$ cat src/include/exec_settings.svh
`ifndef EXEC_SETTINGS_SVH
`define EXEC_SETTINGS_SVH

`define XLEN        32
`define SQN_WIDTH   7   // ages compare by signed modular difference
`define TAG_WIDTH   6
`define OP_WIDTH    5

// alu
`define OP_ADD      5'd0
`define OP_SUB      5'd1
`define OP_AND      5'd2
`define OP_OR       5'd3
`define OP_XOR      5'd4
`define OP_SLT      5'd5
`define OP_SLTU     5'd6
`define OP_SLL      5'd7
`define OP_SRL      5'd8
`define OP_SRA      5'd9

// branches
`define OP_BEQ      5'd10
`define OP_BNE      5'd11
`define OP_BLT      5'd12
`define OP_BGE      5'd13
`define OP_BLTU     5'd14
`define OP_BGEU     5'd15

`define OP_MUL      5'd16
`define OP_MULH     5'd17
`define OP_MULHU    5'd18
`define OP_DIV      5'd19
`define OP_DIVU     5'd20
`define OP_REM      5'd21
`define OP_REMU     5'd22

`define MUL_LATENCY 3
`define DIV_LATENCY 33

`endif

$ cat src/execPkg.sv
`include "exec_settings.svh"

package execPkg;

    // second operand word, either a plain value or a branch descriptor
    typedef union packed {
        logic [`XLEN-1:0] full;
        struct packed {
            logic        predTaken;
            logic [19:0] offset;   // signed, byte units
            logic [10:0] pad;
        } branch;
    } OperandWord;

    // true when a is younger than b
    function automatic logic isYounger(input logic [`SQN_WIDTH-1:0] a,
                                       input logic [`SQN_WIDTH-1:0] b);
        logic [`SQN_WIDTH-1:0] diff;
        diff = a - b;
        return $signed(diff) > 0;
    endfunction

endpackage

$ cat src/branchSelector.sv
`timescale 1ns/100ps
`include "exec_settings.svh"

module branchSelector (
    input  wire                    clk,
    input  wire                    reset,
    input  wire                    provTaken0,
    input  wire [`SQN_WIDTH-1:0]   provSqN0,
    input  wire [`XLEN-1:0]        provTarget0,
    input  wire                    provTaken1,
    input  wire [`SQN_WIDTH-1:0]   provSqN1,
    input  wire [`XLEN-1:0]        provTarget1,
    output logic                   branchTaken,
    output logic [`SQN_WIDTH-1:0]  branchSqN,
    output logic [`XLEN-1:0]       branchTarget
);
    import execPkg::*;

    logic take0, take1, pick1;

    always_comb begin
        // anything younger than the branch in flight is already dead
        take0 = provTaken0 && !(branchTaken && isYounger(provSqN0, branchSqN));
        take1 = provTaken1 && !(branchTaken && isYounger(provSqN1, branchSqN));
        pick1 = take1 && (!take0 || isYounger(provSqN0, provSqN1));
    end

    always_ff @(posedge clk) begin
        if (reset)
            branchTaken <= 1'b0;
        else
            branchTaken <= take0 || take1;
        branchSqN <= pick1 ? provSqN1 : provSqN0;
        branchTarget <= pick1 ? provTarget1 : provTarget0;
    end

    // a resolved branch is reported exactly once
    noRepeat: assert property (@(posedge clk) disable iff (reset)
        (branchTaken ##1 branchTaken) |-> branchSqN != $past(branchSqN))
        else $error("branch %0d reported twice", branchSqN);

endmodule

$ cat config.mk
export PLATFORM = sky130hd
export DESIGN_NAME = branchSelector
export DESIGN_NICKNAME = d
export VERILOG_FILES = /design/src/execPkg.sv /design/src/branchSelector.sv
export VERILOG_INCLUDE_DIRS = /design/src /design/src/include
export SDC_FILE = /design/constraint.sdc
export NUM_CORES = 1
export LEC_CHECK = 0
export BUFFER_PORTS_ARGS = -buffer_cell sky130_fd_sc_hd__buf_2
export CORE_MARGIN = 2
export CORE_UTILIZATION = 48
export CTS_CLUSTER_SIZE = 14
export DETAILED_ROUTE_END_ITERATION = 12
export PLACE_DENSITY = 0.93
export SETUP_SLACK_MARGIN = 0.05
export SLEW_MARGIN = 20
export SYNTH_ARGS = -nofsm -noshare
export SYNTH_HDL_FRONTEND = slang
export SYNTH_SLANG_ARGS = --single-unit
$ cat constraint.sdc
create_clock -name clk -period 6.8 [get_ports clk]
set_clock_uncertainty 0.15 [all_clocks]
set_input_delay 1.36 -clock clk [delete_from_list [all_inputs] [get_ports clk]]
set_output_delay 1.36 -clock clk [all_outputs]
set_load 0.01 [all_outputs]
==> metrics.json <==
{
  "number_of_synthesized_flops_with_an_enable_pin": {"value": 0},
  "finalMaxSlewViolations": {"value": 0},
  "port-buffer-count": {"value": 121},
  "critical-path-max-stage-delay": {"value": 0.58, "unit": "ns"},
  "synthTopCellsByArea": {"value": "dfxtp_1 36%, mux2_2 15%, ha_1 10%"},
  "dr_vias": {"value": 1983},
  "gp_routability_congestion": {"value": 0.8493},
  "timing.critical_path.mode_cell": {"value": "inv_1"},
  "final_period_minus_worst_setup_slack": {"value": 4.648, "unit": "ns"},
  "fmaxAchievable": {"value": 215.1, "unit": "MHz"},
  "critPathKind": {"value": "input port to flip-flop"},
  "cts-resized-gates": {"value": 0},
  "worst_min_delay_path_category": {"value": "flip-flop to flip-flop"},
  "maxSlewHeadroom": {"value": 0.5464},
  "crit_path_top_delay_cell": {"value": "a21oi_4"},
  "number_of_levels_the_h_tree_was_split_into": {"value": 2},
  "die_width": {"value": 72, "unit": "um"},
  "num_antenna_cells": {"value": 0},
  "initial_antenna_violation_count": {"value": 0},
  "via_count_of_the_first_global_routing_pass": {"value": 2018},
  "avgViaCountPerCell": {"value": 5.191},
  "fp.dieH": {"value": 72, "unit": "um"},
  "grt_usage": {"value": 0.1985},
  "avgRoutedWirePerCell": {"value": 13.51, "unit": "um"},
  "synthToLayoutAreaGrowth": {"value": 34.61, "unit": "%"},
  "core.rowCount": {"value": 24},
  "detailedRoute.firstIterationViolations": {"value": 63},
  "final-hold-violation-count": {"value": 0},
  "worst_vdd_ir": {"value": 164.4, "unit": "uV"},
  "status": {"value": "finished, final reports clean"},
  "grt_pass1_wl": {"value": 8266, "unit": "um"},
  "cts_tree": {"value": "built"},
  "finalSetupViolCount": {"value": 0},
  "final_antenna_net_count": {"value": 0},
  "dr_pass1_iterations": {"value": 4},
  "syn_inst": {"value": 205},
  "die_ar": {"value": 5184, "unit": "um2"},
  "final.period_utilization": {"value": 0.6836},
  "floorplan.io_pins": {"value": 122},
  "synth.net_count": {"value": 308},
  "timing.critical_path.required": {"value": 6.82, "unit": "ns"},
  "summed_negative_setup_slack_over_all_endpoints": {"value": 0, "unit": "ns"},
  "syn_avg_cell_area": {"value": 10.83, "unit": "um2"},
  "clock_insertion_delay_worst_skew": {"value": 0.28, "unit": "ns"},
  "final_cell_count_no_fill": {"value": 382},
  "layout_commonest_cell": {"value": "buf_2"},
  "setup.worst_path.end_class": {"value": "flip-flop"},
  "synth_seq_cells": {"value": 40},
  "grt_start_max_net_pins": {"value": 24},
  "finalPower": {"value": 0.7767, "unit": "mW"},
  "clock_sink_count": {"value": 40},
  "worstSetupStartpointType": {"value": "input port"},
  "post_cts_hold_buffer_count": {"value": 0},
  "numPlacedInstances": {"value": 375},
  "synth_area_leader_cell": {"value": "dfxtp_1"},
  "worstPathArrival": {"value": 4.66, "unit": "ns"},
  "postRouteWirelength": {"value": 5162, "unit": "um"},
  "pwr_density_cell": {"value": 260.0, "unit": "nW/um2"},
  "cts_setup_buffers": {"value": 0},
  "hpwlAfterDp": {"value": 4371, "unit": "um"},
  "critical_path.top_delay_family": {"value": "compound AO/OA/AOI/OAI gates"},
  "synth-warning-count": {"value": 0},
  "critPathBufInv": {"value": 4},
  "yosysUniqueCellTypes": {"value": 45},
  "drv_cap": {"value": 0},
  "worstMarginPinSlew": {"value": 0.6788, "unit": "ns"},
  "start_util": {"value": 0.5028},
  "cts_root_buf": {"value": "clkbuf_8"},
  "clkSlewWorstSetupHoldPaths": {"value": 0.07, "unit": "ns"},
  "gr-total-overflow": {"value": 0},
  "static-leakage-power": {"value": 1.522, "unit": "nW"},
  "synth.yosys.seq_area_share": {"value": 0.3608},
  "synth_largest_type_area_fraction": {"value": 0.3608},
  "grt_setup_unrepaired": {"value": "false"},
  "timing.critical_path.cells": {"value": "buf_2 -> inv_1 -> ha_1 -> inv_1 -> fa_1 -> a21oi_2 -> nand2b_1 -> or4b_1 -> o311ai_1 -> a32oi_1 -> a21oi_4 -> buf_4 -> mux2_2"},
  "detail_route.drc_violations": {"value": 0},
  "standard_cell_core_area": {"value": 4414, "unit": "um2"},
  "synth-main-ff-cell": {"value": "dfxtp_1"},
  "clockBufferDepth": {"value": 2},
  "cts_buffers": {"value": 5},
  "mapped_area": {"value": 2220, "unit": "um2"},
  "post_route_cells_drive_above_1_share": {"value": 0.5182},
  "async_flop_share": {"value": 0},
  "worst-path-max-fanout": {"value": 23},
  "most-common-layout-cells": {"value": "121 x buf_2, 40 x dfxtp_1, 30 x mux2_2"},
  "final_nets": {"value": 433}
}
## cells by family (layout without fill, tap and decap cells)
family	after synthesis	in the layout	synth area share
XOR/XNOR	8	8	0.03156
AND/OR/NAND/NOR	36	36	0.08230
buffers and inverters	22	147	0.05129
adder cells (fa/ha/maj)	21	21	0.1285
flip-flops	40	40	0.3608
multiplexers	41	41	0.2198
AO/OA/AOI/OAI	37	37	0.1257
## path summary, 6_finish.rpt
check        slack (ns)          endpoint    startpoint  cells past startpoint
min                0.55       branchTaken   branchTaken                      3
min reg2reg        0.55       branchTaken   branchTaken                      3
max reg2reg        3.02  branchTarget[15]  branchSqN[0]                     11
max                2.15  branchTarget[15]   provSqN1[0]                     13
## Yosys cell counts, types with 5 or more instances
library cell  number
inv_1             18
nor2_1             8
o21ai_0            5
mux2_4             8
a21oi_1            6
ha_1              18
mux2_2            30
nand2_1           11
dfxtp_1           40
## final cells by class
class	count	area (um2)
well taps	52	65.06
clock buffers	5	68.82
inverters	18	67.56
multi-input cells	143	1313
repair buffers	122	613.1
fillers	372	1426
clock inverters	2	60.06
flip-flops and latches	40	800.8
## report_power, final
part           leakage, nW  total (mW)  internal [mW]  switching, mW
clock network       0.0642       0.220          0.144         0.0757
logic                 1.12       0.276          0.139          0.137
registers            0.337       0.281          0.270         0.0105
total                 1.52       0.777          0.554          0.223
## sequential cells by signal, indices dropped and copies added (netlist names)
register      flops
branchSqN         7
branchTarget     32
branchTaken       1
## worst register-to-register path, cell delays in order (launching register included)
cell      delay [ns]
dfxtp_1         0.38
ha_1            0.20
inv_1           0.06
fa_1            0.41
a21oi_2         0.19
nand2b_1        0.14
or4b_1          0.44
o311ai_1        0.11
a32oi_1         0.21
a21oi_4         0.58
buf_4           0.42
mux2_2          0.38
## stage by stage
step	cell area, um2	hold WS [ns]	worst slack [ns]	util
floorplan	2220	0.4602	2.754	-
global placement	2859	0.5088	1.936	0.6477
detailed placement	2859	0.5362	1.810	0.6477
CTS	2988	0.5508	2.122	0.6769
global route	2988	0.6210	1.929	0.6769
finish	2988	0.5489	2.152	0.6769
## layer usage
metal,up-vias,track usage,part of all wire
li1,988,-,-
met1,903,0.2283,0.42
met2,88,0.3663,0.49
met3,4,0.06528,0.085
met4,0,0.02725,0.0052
met5,-,0,0
Note: power is estimated with default switching activity, not from simulation.
