[src/include/exec_settings.svh]
`ifndef EXEC_SETTINGS_SVH
`define EXEC_SETTINGS_SVH

`define XLEN        32
`define SQN_WIDTH   7   // ages compare by signed modular difference
`define TAG_WIDTH   6
`define OP_WIDTH    5

// alu
`define OP_ADD      5'd0
`define OP_SUB      5'd1
`define OP_AND      5'd2
`define OP_OR       5'd3
`define OP_XOR      5'd4
`define OP_SLT      5'd5
`define OP_SLTU     5'd6
`define OP_SLL      5'd7
`define OP_SRL      5'd8
`define OP_SRA      5'd9

// branches
`define OP_BEQ      5'd10
`define OP_BNE      5'd11
`define OP_BLT      5'd12
`define OP_BGE      5'd13
`define OP_BLTU     5'd14
`define OP_BGEU     5'd15

`define OP_MUL      5'd16
`define OP_MULH     5'd17
`define OP_MULHU    5'd18
`define OP_DIV      5'd19
`define OP_DIVU     5'd20
`define OP_REM      5'd21
`define OP_REMU     5'd22

`define MUL_LATENCY 3
`define DIV_LATENCY 33

`endif

[src/execPkg.sv]
`include "exec_settings.svh"

package execPkg;

    // second operand word, either a plain value or a branch descriptor
    typedef union packed {
        logic [`XLEN-1:0] full;
        struct packed {
            logic        predTaken;
            logic [19:0] offset;   // signed, byte units
            logic [10:0] pad;
        } branch;
    } OperandWord;

    // true when a is younger than b
    function automatic logic isYounger(input logic [`SQN_WIDTH-1:0] a,
                                       input logic [`SQN_WIDTH-1:0] b);
        logic [`SQN_WIDTH-1:0] diff;
        diff = a - b;
        return $signed(diff) > 0;
    endfunction

endpackage

[src/aluMulLane.sv]
`timescale 1ns/100ps
`include "exec_settings.svh"

module aluMulLane (
    input  wire                    clk,
    input  wire                    reset,
    input  wire                    issueValid,
    input  wire [`OP_WIDTH-1:0]    issueOp,
    input  wire [`SQN_WIDTH-1:0]   issueSqN,
    input  wire [`TAG_WIDTH-1:0]   issueTag,
    input  wire [`XLEN-1:0]        issuePc,
    input  wire [`XLEN-1:0]        srcA,
    input  wire [`XLEN-1:0]        srcB,
    input  execPkg::OperandWord    imm,
    input  wire                    flushTaken,
    input  wire [`SQN_WIDTH-1:0]   flushSqN,
    output logic                   doNotIssue,
    output logic                   wbValid,
    output logic [`TAG_WIDTH-1:0]  wbTag,
    output logic [`XLEN-1:0]       wbResult,
    output logic                   provTaken,
    output logic [`SQN_WIDTH-1:0]  provSqN,
    output logic [`XLEN-1:0]       provTarget
);
    import execPkg::*;

    logic aluValid, aluLive, mulValid, mulLast, isMul, startMul;
    logic [`TAG_WIDTH-1:0] aluTag, mulTag;
    logic [`SQN_WIDTH-1:0] aluSqN;
    logic [`XLEN-1:0] aluResult, mulResult;

    assign isMul = (issueOp >= `OP_MUL) && (issueOp <= `OP_MULHU);
    assign startMul = issueValid && isMul;  // multiplier drops a younger start itself

    intAlu alu_i (
        .clk(clk), .reset(reset),
        .issueValid(issueValid), .op(issueOp), .sqN(issueSqN), .tag(issueTag),
        .pc(issuePc), .srcA(srcA), .srcB(srcB), .imm(imm),
        .flushTaken(flushTaken), .flushSqN(flushSqN),
        .resValid(aluValid), .resTag(aluTag), .resSqN(aluSqN), .resResult(aluResult),
        .provTaken(provTaken), .provSqN(provSqN), .provTarget(provTarget)
    );

    multiplier mul_i (
        .clk(clk), .reset(reset),
        .start(startMul), .op(issueOp), .sqN(issueSqN), .tag(issueTag),
        .srcA(srcA), .srcB(srcB),
        .flushTaken(flushTaken), .flushSqN(flushSqN),
        .lastStageValid(mulLast), .resValid(mulValid), .resTag(mulTag), .resResult(mulResult)
    );

    assign doNotIssue = mulLast;  // slot after this edge belongs to the multiplier
    assign aluLive = aluValid && !(flushTaken && isYounger(aluSqN, flushSqN));
    assign wbValid = aluLive || mulValid;
    assign wbTag = aluLive ? aluTag : mulTag;
    assign wbResult = aluLive ? aluResult : mulResult;

    wbClash: assert property (@(posedge clk) disable iff (reset) !(aluValid && mulValid))
        else $error("alu and multiplier collide on port 1 writeback");

endmodule

[src/intAlu.sv]
`timescale 1ns/100ps
`include "exec_settings.svh"

module intAlu (
    input  wire                    clk,
    input  wire                    reset,
    input  wire                    issueValid,
    input  wire [`OP_WIDTH-1:0]    op,
    input  wire [`SQN_WIDTH-1:0]   sqN,
    input  wire [`TAG_WIDTH-1:0]   tag,
    input  wire [`XLEN-1:0]        pc,
    input  wire [`XLEN-1:0]        srcA,
    input  wire [`XLEN-1:0]        srcB,
    input  execPkg::OperandWord    imm,
    input  wire                    flushTaken,
    input  wire [`SQN_WIDTH-1:0]   flushSqN,
    output logic                   resValid,
    output logic [`TAG_WIDTH-1:0]  resTag,
    output logic [`SQN_WIDTH-1:0]  resSqN,
    output logic [`XLEN-1:0]       resResult,
    output logic                   provTaken,
    output logic [`SQN_WIDTH-1:0]  provSqN,
    output logic [`XLEN-1:0]       provTarget
);
    import execPkg::*;

    logic isAlu, isBranch, accept, actualTaken, provValid;
    logic [`XLEN-1:0] aluOut, offsetExt, target;
    logic [$clog2(`XLEN)-1:0] shamt;

    assign isAlu = issueValid && (op <= `OP_SRA);
    assign isBranch = issueValid && (op >= `OP_BEQ) && (op <= `OP_BGEU);
    assign accept = !(flushTaken && isYounger(sqN, flushSqN)); // squash younger issue
    assign shamt = imm.full[$clog2(`XLEN)-1:0];
    assign offsetExt = {{(`XLEN-20){imm.branch.offset[19]}}, imm.branch.offset};

    always_comb begin
        case (op)
            `OP_ADD:  aluOut = srcA + imm.full;
            `OP_SUB:  aluOut = srcA - imm.full;
            `OP_AND:  aluOut = srcA & imm.full;
            `OP_OR:   aluOut = srcA | imm.full;
            `OP_XOR:  aluOut = srcA ^ imm.full;
            `OP_SLT:  aluOut = {{(`XLEN-1){1'b0}}, $signed(srcA) < $signed(imm.full)};
            `OP_SLTU: aluOut = {{(`XLEN-1){1'b0}}, srcA < imm.full};
            `OP_SLL:  aluOut = srcA << shamt;
            `OP_SRL:  aluOut = srcA >> shamt;
            `OP_SRA:  aluOut = $signed(srcA) >>> shamt;
            default:  aluOut = '0;
        endcase
    end

    always_comb begin
        case (op)
            `OP_BEQ:  actualTaken = srcA == srcB;
            `OP_BNE:  actualTaken = srcA != srcB;
            `OP_BLT:  actualTaken = $signed(srcA) < $signed(srcB);
            `OP_BGE:  actualTaken = $signed(srcA) >= $signed(srcB);
            `OP_BLTU: actualTaken = srcA < srcB;
            `OP_BGEU: actualTaken = srcA >= srcB;
            default:  actualTaken = 1'b0;
        endcase
        target = actualTaken ? pc + offsetExt : pc + 4;
    end

    always_ff @(posedge clk) begin
        if (reset) begin
            resValid <= 1'b0;
            provValid <= 1'b0;
        end else begin
            resValid <= isAlu && accept;
            provValid <= isBranch && accept && (actualTaken != imm.branch.predTaken);
        end
        resTag <= tag;
        resSqN <= sqN;
        resResult <= aluOut;
        provSqN <= sqN;
        provTarget <= target;
    end

    // younger mispredicts die while an older branch flushes
    assign provTaken = provValid && !(flushTaken && isYounger(provSqN, flushSqN));

endmodule

[src/multiplier.sv]
`timescale 1ns/100ps
`include "exec_settings.svh"

module multiplier (
    input  wire                    clk,
    input  wire                    reset,
    input  wire                    start,
    input  wire [`OP_WIDTH-1:0]    op,
    input  wire [`SQN_WIDTH-1:0]   sqN,
    input  wire [`TAG_WIDTH-1:0]   tag,
    input  wire [`XLEN-1:0]        srcA,
    input  wire [`XLEN-1:0]        srcB,
    input  wire                    flushTaken,
    input  wire [`SQN_WIDTH-1:0]   flushSqN,
    output logic                   lastStageValid,
    output logic                   resValid,
    output logic [`TAG_WIDTH-1:0]  resTag,
    output logic [`XLEN-1:0]       resResult
);
    import execPkg::*;

    localparam int LAST = `MUL_LATENCY - 1;

    logic [LAST:0] valid, live;
    logic [`SQN_WIDTH-1:0] sqNs [`MUL_LATENCY];
    logic [`TAG_WIDTH-1:0] tags [`MUL_LATENCY];
    logic [`OP_WIDTH-1:0] op0, op1;
    logic signed [`XLEN:0] opA, opB;
    logic signed [2*`XLEN+1:0] product;

    always_comb begin
        for (int i = 0; i <= LAST; i++)
            live[i] = valid[i] && !(flushTaken && isYounger(sqNs[i], flushSqN));
    end

    assign lastStageValid = live[LAST-1];  // enters the result stage on the next edge
    assign resValid = live[LAST];
    assign resTag = tags[LAST];

    always_ff @(posedge clk) begin
        if (reset)
            valid <= '0;
        else
            valid <= {live[LAST-1:0], start && !(flushTaken && isYounger(sqN, flushSqN))};
    end

    always_ff @(posedge clk) begin
        sqNs[0] <= sqN;
        tags[0] <= tag;
        op0 <= op;
        opA <= {(op != `OP_MULHU) && srcA[`XLEN-1], srcA};  // MULHU zero extends
        opB <= {(op != `OP_MULHU) && srcB[`XLEN-1], srcB};
        for (int i = 1; i <= LAST; i++) begin
            sqNs[i] <= sqNs[i-1];
            tags[i] <= tags[i-1];
        end
        op1 <= op0;
        product <= opA * opB;
        resResult <= (op1 == `OP_MUL) ? product[`XLEN-1:0] : product[2*`XLEN-1:`XLEN];
    end

endmodule

[config.mk]
export PLATFORM = sky130hd
export DESIGN_NAME = aluMulLane
export DESIGN_NICKNAME = d
export VERILOG_FILES = /design/src/execPkg.sv /design/src/aluMulLane.sv /design/src/intAlu.sv /design/src/multiplier.sv
export VERILOG_INCLUDE_DIRS = /design/src /design/src/include
export SDC_FILE = /design/constraint.sdc
export NUM_CORES = 2
export LEC_CHECK = 0
export BUFFER_PORTS_ARGS = -buffer_cell sky130_fd_sc_hd__buf_2
export CORE_MARGIN = 1.5
export CORE_UTILIZATION = 35
export CTS_CLUSTER_SIZE = 28
export DETAILED_ROUTE_END_ITERATION = 16
export PLACE_DENSITY = 0.56
export SLEW_MARGIN = 30
export SYNTH_ARGS = -nofsm -noshare
export SYNTH_HDL_FRONTEND = slang
export SYNTH_SLANG_ARGS = --single-unit
[constraint.sdc]
create_clock -name clk -period 10.9 [get_ports clk]
set_input_delay 0 -clock clk [delete_from_list [all_inputs] [get_ports clk]]
set_output_delay 0 -clock clk [all_outputs]
set_load 0.02 [all_outputs]
==> metrics <==
status complete, no violations; Worst Reg-to-Reg Cells 25; Yosys cell types 84; Layout Skew 0.04127 ns; Top delay family on crit path adder cells; sequential cell area 0.005617 sq mm; Setup CP Type register to register; Routed WL per cell 21.21 um; YS warnings 0; clock sink count 280; Least-Margin Pin Slew 0.9246 ns; setup repair bufs after CTS 0; CP required 11.38 ns; Fin. Hold Viols 0; Post-Layout Inst Area 0.06244 sq mm; CTS buffer count 37; DRT antenna net count 0; antenna violations before repair 14; max-cap violation count 0; clk slew on worst S/H paths 0.06 ns; die height 404.5 um; FILL cells 16,321; hpwl dp 146.2 mm; CP endpoint kind register; Syn-to-layout area delta 10.67%; Setup TNS 0 ns; post-synthesis async set-or-reset flop share 0%; Die W 404.5 um; met2 wire len 88.05 mm; IO buf count 236; Crit Reg-Reg Endpoint mul_i.product[62]; Synth Flop Type dfxtp_1; max layer used met5; CTS max path bufs 3; post-synthesis sequential area ratio 9.935%; synthesized area per cell 9.003 sq um; Core ar. 0.1604 sq mm; Final Non-Filler Cells 8,646; post-layout minimum cycle time 8.559 ns; root buffer cell clkbuf_16; Starting Density 35.18%; flops & latches, synth 280; I/O pins 237; nets 8,143; gate count of the mapped netlist 6,267; Final Cycle Share 78.52%; share of cells above drive strength 1 8.065%; GPL Wtd Cong 0.9425; Post-route DRC 0; minimum hold slack 0.03147 ns; worst skew pair latency 0.58 ns; pin count of the biggest net entering global routing 74; WHS Path Cells 4; Total Routing Usage GR 22.87%; commonest non-fill, non-tap cell in the layout inv_1; r2r setup slk 2.34 ns; CP dominant cell by count fa_1; # placed instances 8,438; DIE AREA 0.1636 sq mm; CTS tree yes; Worst EP arrival 9.03 ns; Max Clk Rate 116.8 MHz; final WL 183.3 mm; row cnt 147; via count 43,858; first drt pass iteration count 6; CP max-delay cell dfxtp_1; RSZ-0062 raised after global routing no; max-slew violations 0; Bufs and invs on worst path 5; final setup vio count 0; worst reg2reg path startpoint mul_i.opB[7]; Routed met1 length 79.81 mm; GR Overflow Total 0; CP max stage delay 0.86 ns; min-delay src imm[18]; worst min-delay path class input pin to register; Hold Path End alu_i.resResult[18]; Via density 5.073; DR WL met3 9.716 mm; global-route wire length before repair 286.5 mm; number of global-route vias before repair 47,412; Max-slew headroom 38.07%; crit-path max FO 15; post-synth net total 7,953; DP Area 0.05981 sq mm; DR iter-0 viols 3,044; commonest non-fill, non-tap cells in the layout inv_1 (1,241), fa_1 (1,132), nand2_1 (693), and2_1 (531), ha_1 (397); htree depth 2; crit start category register; number of synthesized flops with an enable pin 0; Crit. Startpoint mul_i.opB[7]; multi-input logic area 0.04493 sq mm; Post-Syn Area 0.05642 sq mm
[kinds of logic (layout without fill, tap and decap cells)]
| family | count (synthesis) | after routing | share of synthesized area (%) |
|---|---|---|---|
| AO/OA/AOI/OAI | 808 | 808 | 9.108 |
| XOR/XNOR | 172 | 172 | 2.670 |
| adder cells (fa/ha/maj) | 1529 | 1529 | 48.97 |
| buffers and inverters | 1565 | 1783 | 10.48 |
| flip-flops | 280 | 280 | 9.935 |
| multiplexers | 183 | 183 | 3.810 |
| other | 0 | 1 | 0 |
| AND/OR/NAND/NOR | 1730 | 1730 | 15.02 |
[worst max path at each step]
stage	to	slack (ns)	cells past startpoint
finish	mul_i.product[62]	2.34	25
global route	mul_i.product[62]	1.90	25
CTS	mul_i.product[62]	2.10	25
detailed placement	mul_i.product[62]	2.19	25
global placement	mul_i.product[62]	2.27	25
floorplan	mul_i.product[61]	3.24	23
[registers in the layout (all words and copies together) (netlist names), 13 cells and up]
signal / cells
mul_i.sqNs: 15
mul_i.resResult: 32
mul_i.opB: 33
mul_i.product: 64
mul_i.opA: 33
alu_i.provTarget: 32
alu_i.resResult: 32
mul_i.tags: 13
[cell usage after synthesis (all sizes together), types with 15 or more instances]
library cell	instances	area (sq um)
a211oi	31	237.7
a21o	81	608.1
a21oi	222	1119
a221oi	25	225.2
a31oi	15	93.84
and2	531	3322
and3	22	137.6
buf	39	183.9
clkbuf	278	1044
dfxtp	280	5605
fa	1132	22660
ha	397	4967
inv	1246	4677
mux2	74	833.3
mux2i	91	910.9
mux4	18	405.4
nand2	693	2601
nand2b	25	156.4
nand3	41	205.2
nand4	24	150.1
nor2	224	840.8
nor2b	61	381.6
nor3	46	230.2
o211ai	41	307.8
o21a	20	150.1
o21ai	222	1111
o21bai	36	270.3
or3	15	93.84
xnor2	116	1016
xor2	56	490.5
[area by class of cell]
| class | count | area share (%) |
|---|---|---|
| antenna | 1 | 0.004008 |
| clock buffer | 45 | 1.627 |
| clock inverter | 22 | 0.3327 |
| inverter | 1248 | 7.505 |
| multi-input combinational | 4422 | 71.96 |
| sequential | 280 | 8.996 |
| tap | 2160 | 4.328 |
| timing repair buffer | 468 | 5.246 |
[routing by layer]
layer	global-route usage, %	vias up
met4	6.404	2
met2	38.76	1375
met5	0	-
met3	2.171	281
met1	31.03	22528
li1	-	19672
[tightest hold or removal path, stage by stage]
cell,delay (ns)
buf_2,0.12
ha_1,0.23
a221oi_1,0.11
o211ai_1,0.08
[metrics by stage]
step                util, %  setup WS (ns)
global placement      37.29          2.267
detailed placement    37.29          2.188
global route          38.93          1.898
floorplan                 -          3.243
CTS                   38.93          2.100
finish                38.93          2.341
[what timing repair did]
item | 4_1_cts | 5_1_grt
hold endpoints to repair | 119 | 0
resized for setup | 0 | 0
hold buffers | 140 | 0
Power is not shown: default switching activity piles up to over one toggle a cycle in this logic, so the estimate is an artifact.
