### src/include/exec_settings.svh
`ifndef EXEC_SETTINGS_SVH
`define EXEC_SETTINGS_SVH

`define XLEN        32
`define SQN_WIDTH   7   // ages compare by signed modular difference
`define TAG_WIDTH   6
`define OP_WIDTH    5

// alu
`define OP_ADD      5'd0
`define OP_SUB      5'd1
`define OP_AND      5'd2
`define OP_OR       5'd3
`define OP_XOR      5'd4
`define OP_SLT      5'd5
`define OP_SLTU     5'd6
`define OP_SLL      5'd7
`define OP_SRL      5'd8
`define OP_SRA      5'd9

// branches
`define OP_BEQ      5'd10
`define OP_BNE      5'd11
`define OP_BLT      5'd12
`define OP_BGE      5'd13
`define OP_BLTU     5'd14
`define OP_BGEU     5'd15

`define OP_MUL      5'd16
`define OP_MULH     5'd17
`define OP_MULHU    5'd18
`define OP_DIV      5'd19
`define OP_DIVU     5'd20
`define OP_REM      5'd21
`define OP_REMU     5'd22

`define MUL_LATENCY 3
`define DIV_LATENCY 33

`endif

### src/execPkg.sv
`include "exec_settings.svh"

package execPkg;

    // second operand word, either a plain value or a branch descriptor
    typedef union packed {
        logic [`XLEN-1:0] full;
        struct packed {
            logic        predTaken;
            logic [19:0] offset;   // signed, byte units
            logic [10:0] pad;
        } branch;
    } OperandWord;

    // true when a is younger than b
    function automatic logic isYounger(input logic [`SQN_WIDTH-1:0] a,
                                       input logic [`SQN_WIDTH-1:0] b);
        logic [`SQN_WIDTH-1:0] diff;
        diff = a - b;
        return $signed(diff) > 0;
    endfunction

endpackage

### src/aluDivLane.sv
`timescale 1ns/100ps
`include "exec_settings.svh"

module aluDivLane (
    input  wire                    clk,
    input  wire                    reset,
    input  wire                    issueValid,
    input  wire [`OP_WIDTH-1:0]    issueOp,
    input  wire [`SQN_WIDTH-1:0]   issueSqN,
    input  wire [`TAG_WIDTH-1:0]   issueTag,
    input  wire [`XLEN-1:0]        issuePc,
    input  wire [`XLEN-1:0]        srcA,
    input  wire [`XLEN-1:0]        srcB,
    input  execPkg::OperandWord    imm,
    input  wire                    flushTaken,
    input  wire [`SQN_WIDTH-1:0]   flushSqN,
    output logic                   doNotIssue,
    output logic                   wbValid,
    output logic [`TAG_WIDTH-1:0]  wbTag,
    output logic [`XLEN-1:0]       wbResult,
    output logic                   provTaken,
    output logic [`SQN_WIDTH-1:0]  provSqN,
    output logic [`XLEN-1:0]       provTarget
);
    import execPkg::*;

    logic aluValid, aluLive, divValid, divBusy, isDiv, startDiv;
    logic [`TAG_WIDTH-1:0] aluTag, divTag;
    logic [`SQN_WIDTH-1:0] aluSqN;
    logic [`XLEN-1:0] aluResult, divResult;

    assign isDiv = (issueOp >= `OP_DIV) && (issueOp <= `OP_REMU);
    assign startDiv = issueValid && isDiv && !(flushTaken && isYounger(issueSqN, flushSqN));

    intAlu alu_i (
        .clk(clk), .reset(reset),
        .issueValid(issueValid), .op(issueOp), .sqN(issueSqN), .tag(issueTag),
        .pc(issuePc), .srcA(srcA), .srcB(srcB), .imm(imm),
        .flushTaken(flushTaken), .flushSqN(flushSqN),
        .resValid(aluValid), .resTag(aluTag), .resSqN(aluSqN), .resResult(aluResult),
        .provTaken(provTaken), .provSqN(provSqN), .provTarget(provTarget)
    );

    divider div_i (
        .clk(clk), .reset(reset),
        .start(startDiv), .op(issueOp), .sqN(issueSqN), .tag(issueTag),
        .dividend(srcA), .divisor(srcB),
        .flushTaken(flushTaken), .flushSqN(flushSqN),
        .busy(divBusy), .resValid(divValid), .resTag(divTag), .resResult(divResult)
    );

    assign doNotIssue = divBusy;  // covers issue edge through the result cycle
    assign aluLive = aluValid && !(flushTaken && isYounger(aluSqN, flushSqN));
    assign wbValid = aluLive || divValid;
    assign wbTag = aluLive ? aluTag : divTag;
    assign wbResult = aluLive ? aluResult : divResult;

    wbClash: assert property (@(posedge clk) disable iff (reset) !(aluValid && divValid))
        else $error("alu and divider collide on port 0 writeback");

endmodule

### src/divider.sv
`timescale 1ns/100ps
`include "exec_settings.svh"

module divider (
    input  wire                    clk,
    input  wire                    reset,
    input  wire                    start,
    input  wire [`OP_WIDTH-1:0]    op,
    input  wire [`SQN_WIDTH-1:0]   sqN,
    input  wire [`TAG_WIDTH-1:0]   tag,
    input  wire [`XLEN-1:0]        dividend,
    input  wire [`XLEN-1:0]        divisor,
    input  wire                    flushTaken,
    input  wire [`SQN_WIDTH-1:0]   flushSqN,
    output logic                   busy,
    output logic                   resValid,
    output logic [`TAG_WIDTH-1:0]  resTag,
    output logic [`XLEN-1:0]       resResult
);
    import execPkg::*;

    localparam int CNT_WIDTH = $clog2(`DIV_LATENCY);

    logic [CNT_WIDTH-1:0] count;
    logic [`SQN_WIDTH-1:0] curSqN;
    logic [`XLEN-1:0] quot, rem, dvsAbs, dvdSaved;
    logic [`XLEN:0] shifted, diff;
    logic signedOp, negQ, negR, divZero, isRem, killed, done;

    assign signedOp = (op == `OP_DIV) || (op == `OP_REM);
    assign killed = flushTaken && isYounger(curSqN, flushSqN);
    assign done = busy && (count == '0);
    assign resValid = done && !killed;
    assign shifted = {rem, quot[`XLEN-1]};
    assign diff = shifted - {1'b0, dvsAbs};

    always_ff @(posedge clk) begin
        if (reset) begin
            busy <= 1'b0;
            count <= '0;
        end else if (start) begin
            busy <= 1'b1;
            count <= CNT_WIDTH'(`DIV_LATENCY - 1);
        end else if (killed || done) begin
            busy <= 1'b0;
        end else if (busy) begin
            count <= count - 1'b1;
        end
    end

    // restoring division on magnitudes, quotient shifts in from the right
    always_ff @(posedge clk) begin
        if (start) begin
            curSqN <= sqN;
            resTag <= tag;
            dvdSaved <= dividend;
            quot <= (signedOp && dividend[`XLEN-1]) ? -dividend : dividend;
            rem <= '0;
            dvsAbs <= (signedOp && divisor[`XLEN-1]) ? -divisor : divisor;
            negQ <= signedOp && (dividend[`XLEN-1] ^ divisor[`XLEN-1]);
            negR <= signedOp && dividend[`XLEN-1];
            divZero <= divisor == '0;
            isRem <= (op == `OP_REM) || (op == `OP_REMU);
        end else if (busy && count != '0) begin
            if (!diff[`XLEN]) begin
                rem <= diff[`XLEN-1:0];
                quot <= {quot[`XLEN-2:0], 1'b1};
            end else begin
                rem <= shifted[`XLEN-1:0];
                quot <= {quot[`XLEN-2:0], 1'b0};
            end
        end
    end

    // sign fix-up; overflow already yields dividend / 0
    always_comb begin
        if (isRem)
            resResult = divZero ? dvdSaved : (negR ? -rem : rem);
        else
            resResult = divZero ? '1 : (negQ ? -quot : quot);
    end

    startWhileBusy: assert property (@(posedge clk) disable iff (reset) busy |-> !start)
        else $error("divider started while busy");

endmodule

### src/intAlu.sv
`timescale 1ns/100ps
`include "exec_settings.svh"

module intAlu (
    input  wire                    clk,
    input  wire                    reset,
    input  wire                    issueValid,
    input  wire [`OP_WIDTH-1:0]    op,
    input  wire [`SQN_WIDTH-1:0]   sqN,
    input  wire [`TAG_WIDTH-1:0]   tag,
    input  wire [`XLEN-1:0]        pc,
    input  wire [`XLEN-1:0]        srcA,
    input  wire [`XLEN-1:0]        srcB,
    input  execPkg::OperandWord    imm,
    input  wire                    flushTaken,
    input  wire [`SQN_WIDTH-1:0]   flushSqN,
    output logic                   resValid,
    output logic [`TAG_WIDTH-1:0]  resTag,
    output logic [`SQN_WIDTH-1:0]  resSqN,
    output logic [`XLEN-1:0]       resResult,
    output logic                   provTaken,
    output logic [`SQN_WIDTH-1:0]  provSqN,
    output logic [`XLEN-1:0]       provTarget
);
    import execPkg::*;

    logic isAlu, isBranch, accept, actualTaken, provValid;
    logic [`XLEN-1:0] aluOut, offsetExt, target;
    logic [$clog2(`XLEN)-1:0] shamt;

    assign isAlu = issueValid && (op <= `OP_SRA);
    assign isBranch = issueValid && (op >= `OP_BEQ) && (op <= `OP_BGEU);
    assign accept = !(flushTaken && isYounger(sqN, flushSqN)); // squash younger issue
    assign shamt = imm.full[$clog2(`XLEN)-1:0];
    assign offsetExt = {{(`XLEN-20){imm.branch.offset[19]}}, imm.branch.offset};

    always_comb begin
        case (op)
            `OP_ADD:  aluOut = srcA + imm.full;
            `OP_SUB:  aluOut = srcA - imm.full;
            `OP_AND:  aluOut = srcA & imm.full;
            `OP_OR:   aluOut = srcA | imm.full;
            `OP_XOR:  aluOut = srcA ^ imm.full;
            `OP_SLT:  aluOut = {{(`XLEN-1){1'b0}}, $signed(srcA) < $signed(imm.full)};
            `OP_SLTU: aluOut = {{(`XLEN-1){1'b0}}, srcA < imm.full};
            `OP_SLL:  aluOut = srcA << shamt;
            `OP_SRL:  aluOut = srcA >> shamt;
            `OP_SRA:  aluOut = $signed(srcA) >>> shamt;
            default:  aluOut = '0;
        endcase
    end

    always_comb begin
        case (op)
            `OP_BEQ:  actualTaken = srcA == srcB;
            `OP_BNE:  actualTaken = srcA != srcB;
            `OP_BLT:  actualTaken = $signed(srcA) < $signed(srcB);
            `OP_BGE:  actualTaken = $signed(srcA) >= $signed(srcB);
            `OP_BLTU: actualTaken = srcA < srcB;
            `OP_BGEU: actualTaken = srcA >= srcB;
            default:  actualTaken = 1'b0;
        endcase
        target = actualTaken ? pc + offsetExt : pc + 4;
    end

    always_ff @(posedge clk) begin
        if (reset) begin
            resValid <= 1'b0;
            provValid <= 1'b0;
        end else begin
            resValid <= isAlu && accept;
            provValid <= isBranch && accept && (actualTaken != imm.branch.predTaken);
        end
        resTag <= tag;
        resSqN <= sqN;
        resResult <= aluOut;
        provSqN <= sqN;
        provTarget <= target;
    end

    // younger mispredicts die while an older branch flushes
    assign provTaken = provValid && !(flushTaken && isYounger(provSqN, flushSqN));

endmodule

### config.mk
export PLATFORM = sky130hd
export DESIGN_NAME = aluDivLane
export DESIGN_NICKNAME = d
export VERILOG_FILES = /design/src/execPkg.sv /design/src/aluDivLane.sv /design/src/divider.sv /design/src/intAlu.sv
export VERILOG_INCLUDE_DIRS = /design/src /design/src/include
export SDC_FILE = /design/constraint.sdc
export NUM_CORES = 1
export LEC_CHECK = 0
export BUFFER_PORTS_ARGS = -buffer_cell sky130_fd_sc_hd__buf_2
export CORE_MARGIN = 1.5
export CORE_UTILIZATION = 30
export CTS_BUF_LIST = sky130_fd_sc_hd__clkbuf_8 sky130_fd_sc_hd__clkbuf_16
export DETAILED_ROUTE_END_ITERATION = 10
export PLACE_DENSITY = 0.5
export SLEW_MARGIN = 40
export SYNTH_ARGS = -nofsm -noshare
export SYNTH_HDL_FRONTEND = slang
export SYNTH_SLANG_ARGS = --single-unit
export TNS_END_PERCENT = 10
### constraint.sdc
create_clock -name clk -period 13.6 [get_ports clk]
set_clock_uncertainty 0.15 [all_clocks]
set_input_delay 1.36 -clock clk [delete_from_list [all_inputs] [get_ports clk]]
set_output_delay 1.36 -clock clk [all_outputs]
set_load 0.05 [all_outputs]
==> results of run 1 <==
[synth_stat cells, types with 11 or more instances]
library cell	count	share of area (%)
nor2_1	346	5.3
nor4_1	24	0.62
o22ai_1	26	0.67
a221oi_1	24	0.86
o211ai_1	35	1.1
nor3_1	54	1.1
mux4_2	35	3.2
edfxtp_1	113	14
or4_1	13	0.40
o221ai_1	18	0.65
a21o_1	41	1.3
o31ai_1	36	1.1
o2111ai_1	14	0.50
nor2b_1	32	0.82
xnor2_1	143	5.2
a211oi_1	37	1.1
inv_1	206	3.2
a21oi_1	257	5.3
mux2_2	25	1.2
o21bai_1	18	0.56
o21ai_0	210	4.3
and3_1	26	0.67
o2bb2ai_1	12	0.43
clkbuf_1	117	1.8
dfxtp_1	118	9.7
mux2i_1	75	3.1
nand2b_1	34	0.88
a22oi_1	23	0.71
a31oi_1	31	0.80
and2_1	16	0.41
o41ai_1	14	0.50
o21a_1	21	0.65
nand3_1	62	1.3
ha_1	216	11
buf_1	32	0.49
nand4_1	37	0.95
xor2_1	69	2.5
a311oi_1	19	0.68
or3_1	26	0.67
a221o_1	15	0.62
a21boi_0	11	0.34
nand2_1	239	3.7
buf_2	20	0.41
[cell families after synthesis]
family | Yosys count | share of synthesized area, %
AND/OR/NAND/NOR | 950 | 18.29
XOR/XNOR | 212 | 7.641
multiplexers | 135 | 7.492
adder cells (fa/ha/maj) | 223 | 11.70
buffers and inverters | 384 | 6.127
AO/OA/AOI/OAI | 931 | 25.06
flip-flops | 231 | 23.68
[tightest hold or removal path: cells and delay by family (launching register included)]
family / cells / cell delay, ns
buffers and inverters: 1 / 0.07
AOI/OAI and AO/OA: 1 / 0.08
DFF: 1 / 0.32
[layout make-up]
cell class              instances  area share [%]
inverters                     209           2.843
repair buffers                274           5.446
well taps                    1060           4.806
flip-flops and latches        231           20.86
clock buffers                  41           3.555
diodes                          5         0.04534
clock inverters                21          0.5396
multi-input cells            2451           61.91
[metrics by stage]
step | std cells | utilization, % | setup WS [ns] | hold slack (ns) | instance area [um2]
floorplan | 3066 | - | 7.046 | 0.3288 | 24300
global placement | 4222 | 32.87 | 7.473 | 0.3637 | 26390
global route | 4289 | 34.36 | 7.498 | 0.4077 | 27590
detailed placement | 4224 | 32.91 | 7.506 | 0.3570 | 26420
finish | 4292 | 34.37 | 7.815 | 0.3673 | 27590
CTS | 4286 | 34.32 | 7.794 | 0.3671 | 27550
[metal layers]
| metal | global-route usage [%] | vias to the layer above | routed length, um | share of wire, % |
|---|---|---|---|---|
| li1 | - | 11500 | - | - |
| met1 | 32.68 | 11480 | 44540 | 44 |
| met2 | 36.72 | 1119 | 44010 | 43 |
| met3 | 5.658 | 183 | 9902 | 9.7 |
| met4 | 7.592 | 14 | 3414 | 3.3 |
| met5 | 0 | - | 87 | 0.085 |
[layout by cell type, fill, tap and decap left out, types with 25 or more instances in the layout]
cell type  netlist  layout
nor2_1         346     346
a21oi_1        257     257
nand2_1        239     239
buf_2           20     236
ha_1           216     216
inv_1          206     212
o21ai_0        210     208
xnor2_1        143     143
dfxtp_1        118     118
edfxtp_1       113     113
mux2i_1         75      75
xor2_1          69      69
nand3_1         62      62
nor3_1          54      53
a21o_1          41      41
a211oi_1        37      37
nand4_1         37      37
clkbuf_16        0      37
o31ai_1         36      36
mux4_2          35      35
o211ai_1        35      35
buf_4            6      35
nand2b_1        34      33
nor2b_1         32      32
a31oi_1         31      31
or3_1           26      26
and3_1          26      26
o22ai_1         26      26
mux2_2          25      25
[sequential cells by signal (all words and copies together), names as in the netlist]
signal,flops
div_i.isRem,1
div_i.negQ,1
alu_i.resValid,1
div_i.divZero,1
div_i.dvsAbs,32
alu_i.resTag,6
div_i.quot,32
div_i.count,6
div_i.curSqN,7
div_i.dvdSaved,32
div_i.busy,1
alu_i.provValid,1
div_i.rem,32
div_i.negR,1
alu_i.provTarget,32
alu_i.resSqN,7
alu_i.resResult,32
div_i.resTag,6
[power by group through the flow]
stage	clock network (uW)	logic [uW]	registers, uW
detailed placement	0	1080	857
global route	952	1200	848
global placement	0	1080	859
finish	907	1100	844
floorplan	0	725	866
CTS	929	1090	843
[path summary, 6_finish.rpt]
kind | startpoint | end | slack [ns]
max | flushSqN[1] | wbResult[5] | 7.82
min | div_i.count[1] | div_i.count[1] | 0.37
max reg2reg | div_i.quot[31] | div_i.rem[23] | 9.58
min reg2reg | div_i.count[1] | div_i.count[1] | 0.37
==> reports/qor.txt, run 1 <==
initial antenna violation count -> 18
Bufs on Longest Clock Path -> 3
WP data required -> 12.09 ns
clk sinks -> 231
Worst path depth -> 14
gpl congestion -> 0.9468
CTS tree -> built
sequential area share after synthesis -> 23.68%
Via Count -> 24.30k
Sequential Power Share -> 29.6%
flops & latches, synth -> 231
fraction of layout cells with a size suffix above 1 -> 13.26%
pwr dens -> 103.4 nW/um2
Worst-path clk slew -> 0.06 ns
Comb power frac -> 38.6%
initial DRC count -> 2443
# rows -> 104
Distinct cells, synth -> 87
Critical Path Source Type -> primary input
P_leak -> 0.01153 uW
root buffer cell -> clkbuf_16
IO buf count -> 236
Sw Ratio -> 40.15%
Die ar. -> 82720 um2
Crit Path Class -> primary input to output pin
fraction of registers with async set/reset -> 0%
Tot GR Track Use -> 23.87%
Post-synth EDFFs -> 113
Int Pwr -> 1707 uW
post_cts resized -> 0
cts bufs inserted -> 34
synthesized cell area -> 24300 um2
syn_nets -> 3446
width of the die -> 287.6 um
P_sw -> 1145 uW
final hold vios -> 0
initial core utilization -> 30.27%
Slew HR -> 45.56%
Peak VDD IR -> 0.00007737 V
clk_lat worst skew -> 0.56 ns
endpoints failing setup -> 0
I/O pin total -> 237
Die Y -> 287.6 um
area of the multi-input gates -> 17080 um2
crit end category -> output pin
CP max stage delay -> 0.55 ns
worst hold-check path type -> flop to flop
final period utilization -> 42.54%
drt total wl -> 102000 um
first-pass GRT wire length -> 149000 um
slowest CP cell -> nand2b_4
sequential cell area -> 5756 um2
Final nets -> 3581
Primary FF master, synth -> dfxtp_1
number of max-cap violations -> 0
status -> finished, final reports clean
WHS Path Cells -> 2
WL/cell -> 23.76 um
unrepaired setup endpoints after global routing -> false
residual DRC count -> 0
pin count of the biggest net entering global routing -> 173
vias in the first global route -> 22.81k
area of the core -> 80290 um2
TNS Setup -> 0 ns
H-tree level count -> 2
Highest Clock Rate -> 172.9 MHz
WP buf/inv -> 3
GR Overflow Total -> 0
slew of the pin with the lowest slew margin -> 0.8064 ns
peak fanout along the critical path -> 61
Cells after Synth -> 3066
CP delay by family, top -> compound AO/OA/AOI/OAI gates
postcts setup bufs -> 0
1st-pass router iterations -> 6
pins over their slew limit -> 0
Critical Path, Cell by Cell -> buf_2 -> inv_1 -> ha_1 -> nor2b_1 -> o21ai_0 -> nand2b_1 -> a21o_1 -> a21oi_1 -> xnor2_1 -> o311a_1 -> nand2b_4 -> o221ai_1 -> o21ai_0 -> buf_2
Syn. warnings -> 0
WP data arrival -> 4.27 ns
Area Growth Syn to Fin -> 13.55%
total power -> 2852 uW
hold-fix buffers at CTS -> 0
DPL Wire Length -> 77970 um
R2R cell count -> 14
Syn Area/Cell -> 7.926 um2
Final min period -> 5.785 ns
Routed Antenna Nets -> 0
Clock power frac -> 31.8%
vias per inst -> 5.662
FILL cells -> 8537
No activity file was read; power rests on OpenSTA's default activity.
==> run 2, diff against run 1 <==
==> constraint.sdc (replaced) <==
create_clock -name clk -period 5.7 [get_ports clk]
set_clock_uncertainty 0.15 [all_clocks]
set_input_delay 0.57 -clock clk [delete_from_list [all_inputs] [get_ports clk]]
set_output_delay 0.57 -clock clk [all_outputs]
set_load 0.05 [all_outputs]
==> run 2 against run 1 <==
  * Sequential cell count stayed put
  * Via count is 0.26% higher
  * First-iteration DRC count is 12% lower
  * Die area stayed put
  * Sequential power is 140% higher
  * Register-to-register slack worse by 7.6 ns
==> reports/qor.txt, run 2 (synthesis gave the netlist of run 1 again) <==
status -> finished, final reports clean (unchanged)
clk_lat worst skew -> 0.62 ns (was 0.56 ns)
initial antenna violation count -> 14 (was 18)
# rows -> 104 (unchanged)
vias in the first global route -> 22.95k (was 22.81k)
sequential cell area -> 5756 um2 (unchanged)
Sequential Power Share -> 30.3% (was 29.6%)
Critical R2R Launch -> div_i.rem[27] (was div_i.quot[31])
most frequent cells in the layout -> 346 x nor2_1, 257 x a21oi_1, 239 x nand2_1, 235 x buf_2, 216 x ha_1 (was 346 x nor2_1, 257 x a21oi_1, 239 x nand2_1, 236 x buf_2, 216 x ha_1)
worst hold-check path type -> primary input to flop (was flop to flop)
Via Count -> 24.37k (was 24.30k)
1st-pass router iterations -> 6 (unchanged)
highest routed layer -> met5 (unchanged)
Bufs on Longest Clock Path -> 3 (unchanged)
initial DRC count -> 2151 (was 2443)
CTS tree -> built (unchanged)
IO buf count -> 236 (unchanged)
number of max-cap violations -> 0 (unchanged)
pins over their slew limit -> 0 (unchanged)
fraction of layout cells with a size suffix above 1 -> 13.64% (was 13.26%)
Slew HR -> 40.59% (was 45.56%)
final instance count without filler cells -> 4319 (was 4292)
Placed Instances -> 4248 (was 4224)
Die ar. -> 82720 um2 (unchanged)
Highest Clock Rate -> 204.4 MHz
area of the core -> 80290 um2 (unchanged)
Area Growth Syn to Fin -> 14.31% (was 13.55%)
Final min period -> 4.892 ns
final period utilization -> 85.83%
peak fanout along the critical path -> 5 (was 61)
pwr dens -> 237.8 nW/um2 (was 103.4 nW/um2)
post_cts resized -> 0 (unchanged)
cts bufs inserted -> 30 (was 34)
crit end category -> output pin (unchanged)
WL met3 -> 8387 um (was 9902 um)
initial core utilization -> 30.27% (unchanged)
width of the die -> 287.6 um (unchanged)
most common cell after layout, fill and taps aside -> nor2_1 (unchanged)
gpl congestion -> 0.9435 (was 0.9468)
WHS Path Cells -> 3 (was 2)
R2R cell count -> 12 (was 14)
area of the multi-input gates -> 17090 um2 (was 17080 um2)
Final nets -> 3614 (was 3581)
TNS Setup -> 0 ns (unchanged)
Comb power frac -> 39.7% (was 38.6%)
Crit Path Class -> flop to output pin (was primary input to output pin)
FF-to-FF setup slack -> 1.96 ns (was 9.58 ns)
unrepaired setup endpoints after global routing -> false (unchanged)
Critical Path Source Type -> flop (was primary input)
M1 WL -> 43970 um (was 44540 um)
WL/cell -> 23.33 um (was 23.76 um)
Clock power frac -> 30.0% (was 31.8%)
P_leak -> 0.01164 uW (was 0.01153 uW)
total power -> 6606 uW (was 2852 uW)
WP data required -> 4.98 ns (was 12.09 ns)
WL met2 -> 44880 um (was 44010 um)
H-tree level count -> 1 (was 2)
Die Y -> 287.6 um (unchanged)
DPL Wire Length -> 77090 um (was 77970 um)
slew of the pin with the lowest slew margin -> 0.8891 ns (was 0.8064 ns)
reg2reg end -> div_i.rem[23] (unchanged)
clk sinks -> 231 (unchanged)
Routed Antenna Nets -> 0 (unchanged)
final hold vios -> 0 (unchanged)
first-pass GRT wire length -> 148400 um (was 149000 um)
vias per inst -> 5.641 (was 5.662)
Worst-path clk slew -> 0.06 ns (about the same)
FILL cells -> 8488 (was 8537)
Sw Ratio -> 40.23% (was 40.15%)
WP data arrival -> 4.17 ns (was 4.27 ns)
Peak VDD IR -> 0.0002461 V (was 0.00007737 V)
endpoints failing setup -> 0 (unchanged)
Int Pwr -> 3948 uW (was 1707 uW)
Hold EP -> alu_i.provTarget[1] (was div_i.count[1])
drt total wl -> 100800 um (was 102000 um)
I/O pin total -> 237 (unchanged)
pin count of the biggest net entering global routing -> 159 (was 173)
Tot GR Track Use -> 23.56% (was 23.87%)
root buffer cell -> clkbuf_16 (unchanged)
residual DRC count -> 0 (unchanged)
P_sw -> 2658 uW (was 1145 uW)
GR Overflow Total -> 0 (unchanged)
Min-Delay Startpoint -> issuePc[1] (was div_i.count[1])
[run 2: cell types whose count changed in the layout (fill, tap and decap cells not counted), moves of 5 or more]
cell / previous run / this run
clkinv_2: 9 / 4
clkbuf_16: 37 / 30
dlygate4sd3_1: 0 / 14
buf_4: 35 / 58
[run 2: area by class of cell]
type	count	area share, %
well taps	1060	4.774
clock buffers	33	2.851
multi-input cells	2451	61.51
flip-flops and latches	231	20.72
inverters	209	2.824
diodes	3	0.02702
clock inverters	21	0.7612
repair buffers	311	6.531
[run 2: worst max path at each step]
stage | from | end | slack [ns] | cells past startpoint
floorplan | issueSqN[0] | div_i.quot[22] | 0.06 | 14
global placement | srcA[1] | alu_i.resResult[29] | 1.00 | 13
detailed placement | srcA[1] | alu_i.resResult[29] | 0.95 | 13
CTS | div_i.quot[5] | wbResult[29] | 0.78 | 11
global route | div_i.quot[5] | wbResult[29] | 0.58 | 11
finish | div_i.quot[5] | wbResult[29] | 0.81 | 11
[run 2: worst max-delay path: stages (launching register included)]
cell	delay [ns]
edfxtp_1	0.48
or4_4	0.60
nor4_4	0.28
nand4_1	0.28
or4_4	0.53
o31ai_1	0.26
xnor2_1	0.15
nor2_1	0.06
a21oi_1	0.19
o22ai_1	0.11
a21oi_1	0.29
buf_2	0.32
[run 2: per-layer routing]
layer	GRT usage, %	up-vias
met2	37.81	1053
met3	4.160	190
met5	0	-
met1	32.04	11540
li1	-	11570
met4	7.079	14
[run 2: metrics by stage]
step / setup slack [ns] / utilization, % / area (um2) / hold WS [ns]
6_report: 0.8079 / 34.60 / 27780 / 0.06361
4_1_cts: 0.7815 / 34.58 / 27770 / 0.03584
3_5_place_dp: 0.9472 / 33.16 / 26620 / 0.3692
3_3_place_gp: 1.002 / 33.11 / 26590 / 0.3665
5_1_grt: 0.5790 / 34.59 / 27770 / 0.07516
2_1_floorplan: 0.05581 / - / 24310 / 0.3288
[run 2: power by group through the flow]
stage | logic, uW | registers (uW) | clock network (uW)
4_1_cts | 2600 | 2000 | 2030
5_1_grt | 2870 | 2010 | 2080
6_report | 2620 | 2000 | 1980
3_3_place_gp | 2590 | 2040 | 0
3_5_place_dp | 2580 | 2030 | 0
2_1_floorplan | 1730 | 2070 | 0
[run 2: what timing repair did]
item	in CTS	in global routing
setup endpoints to repair	0	0
hold endpoints to repair	22	0
buffers inserted	0	0
hold buffers	14	0
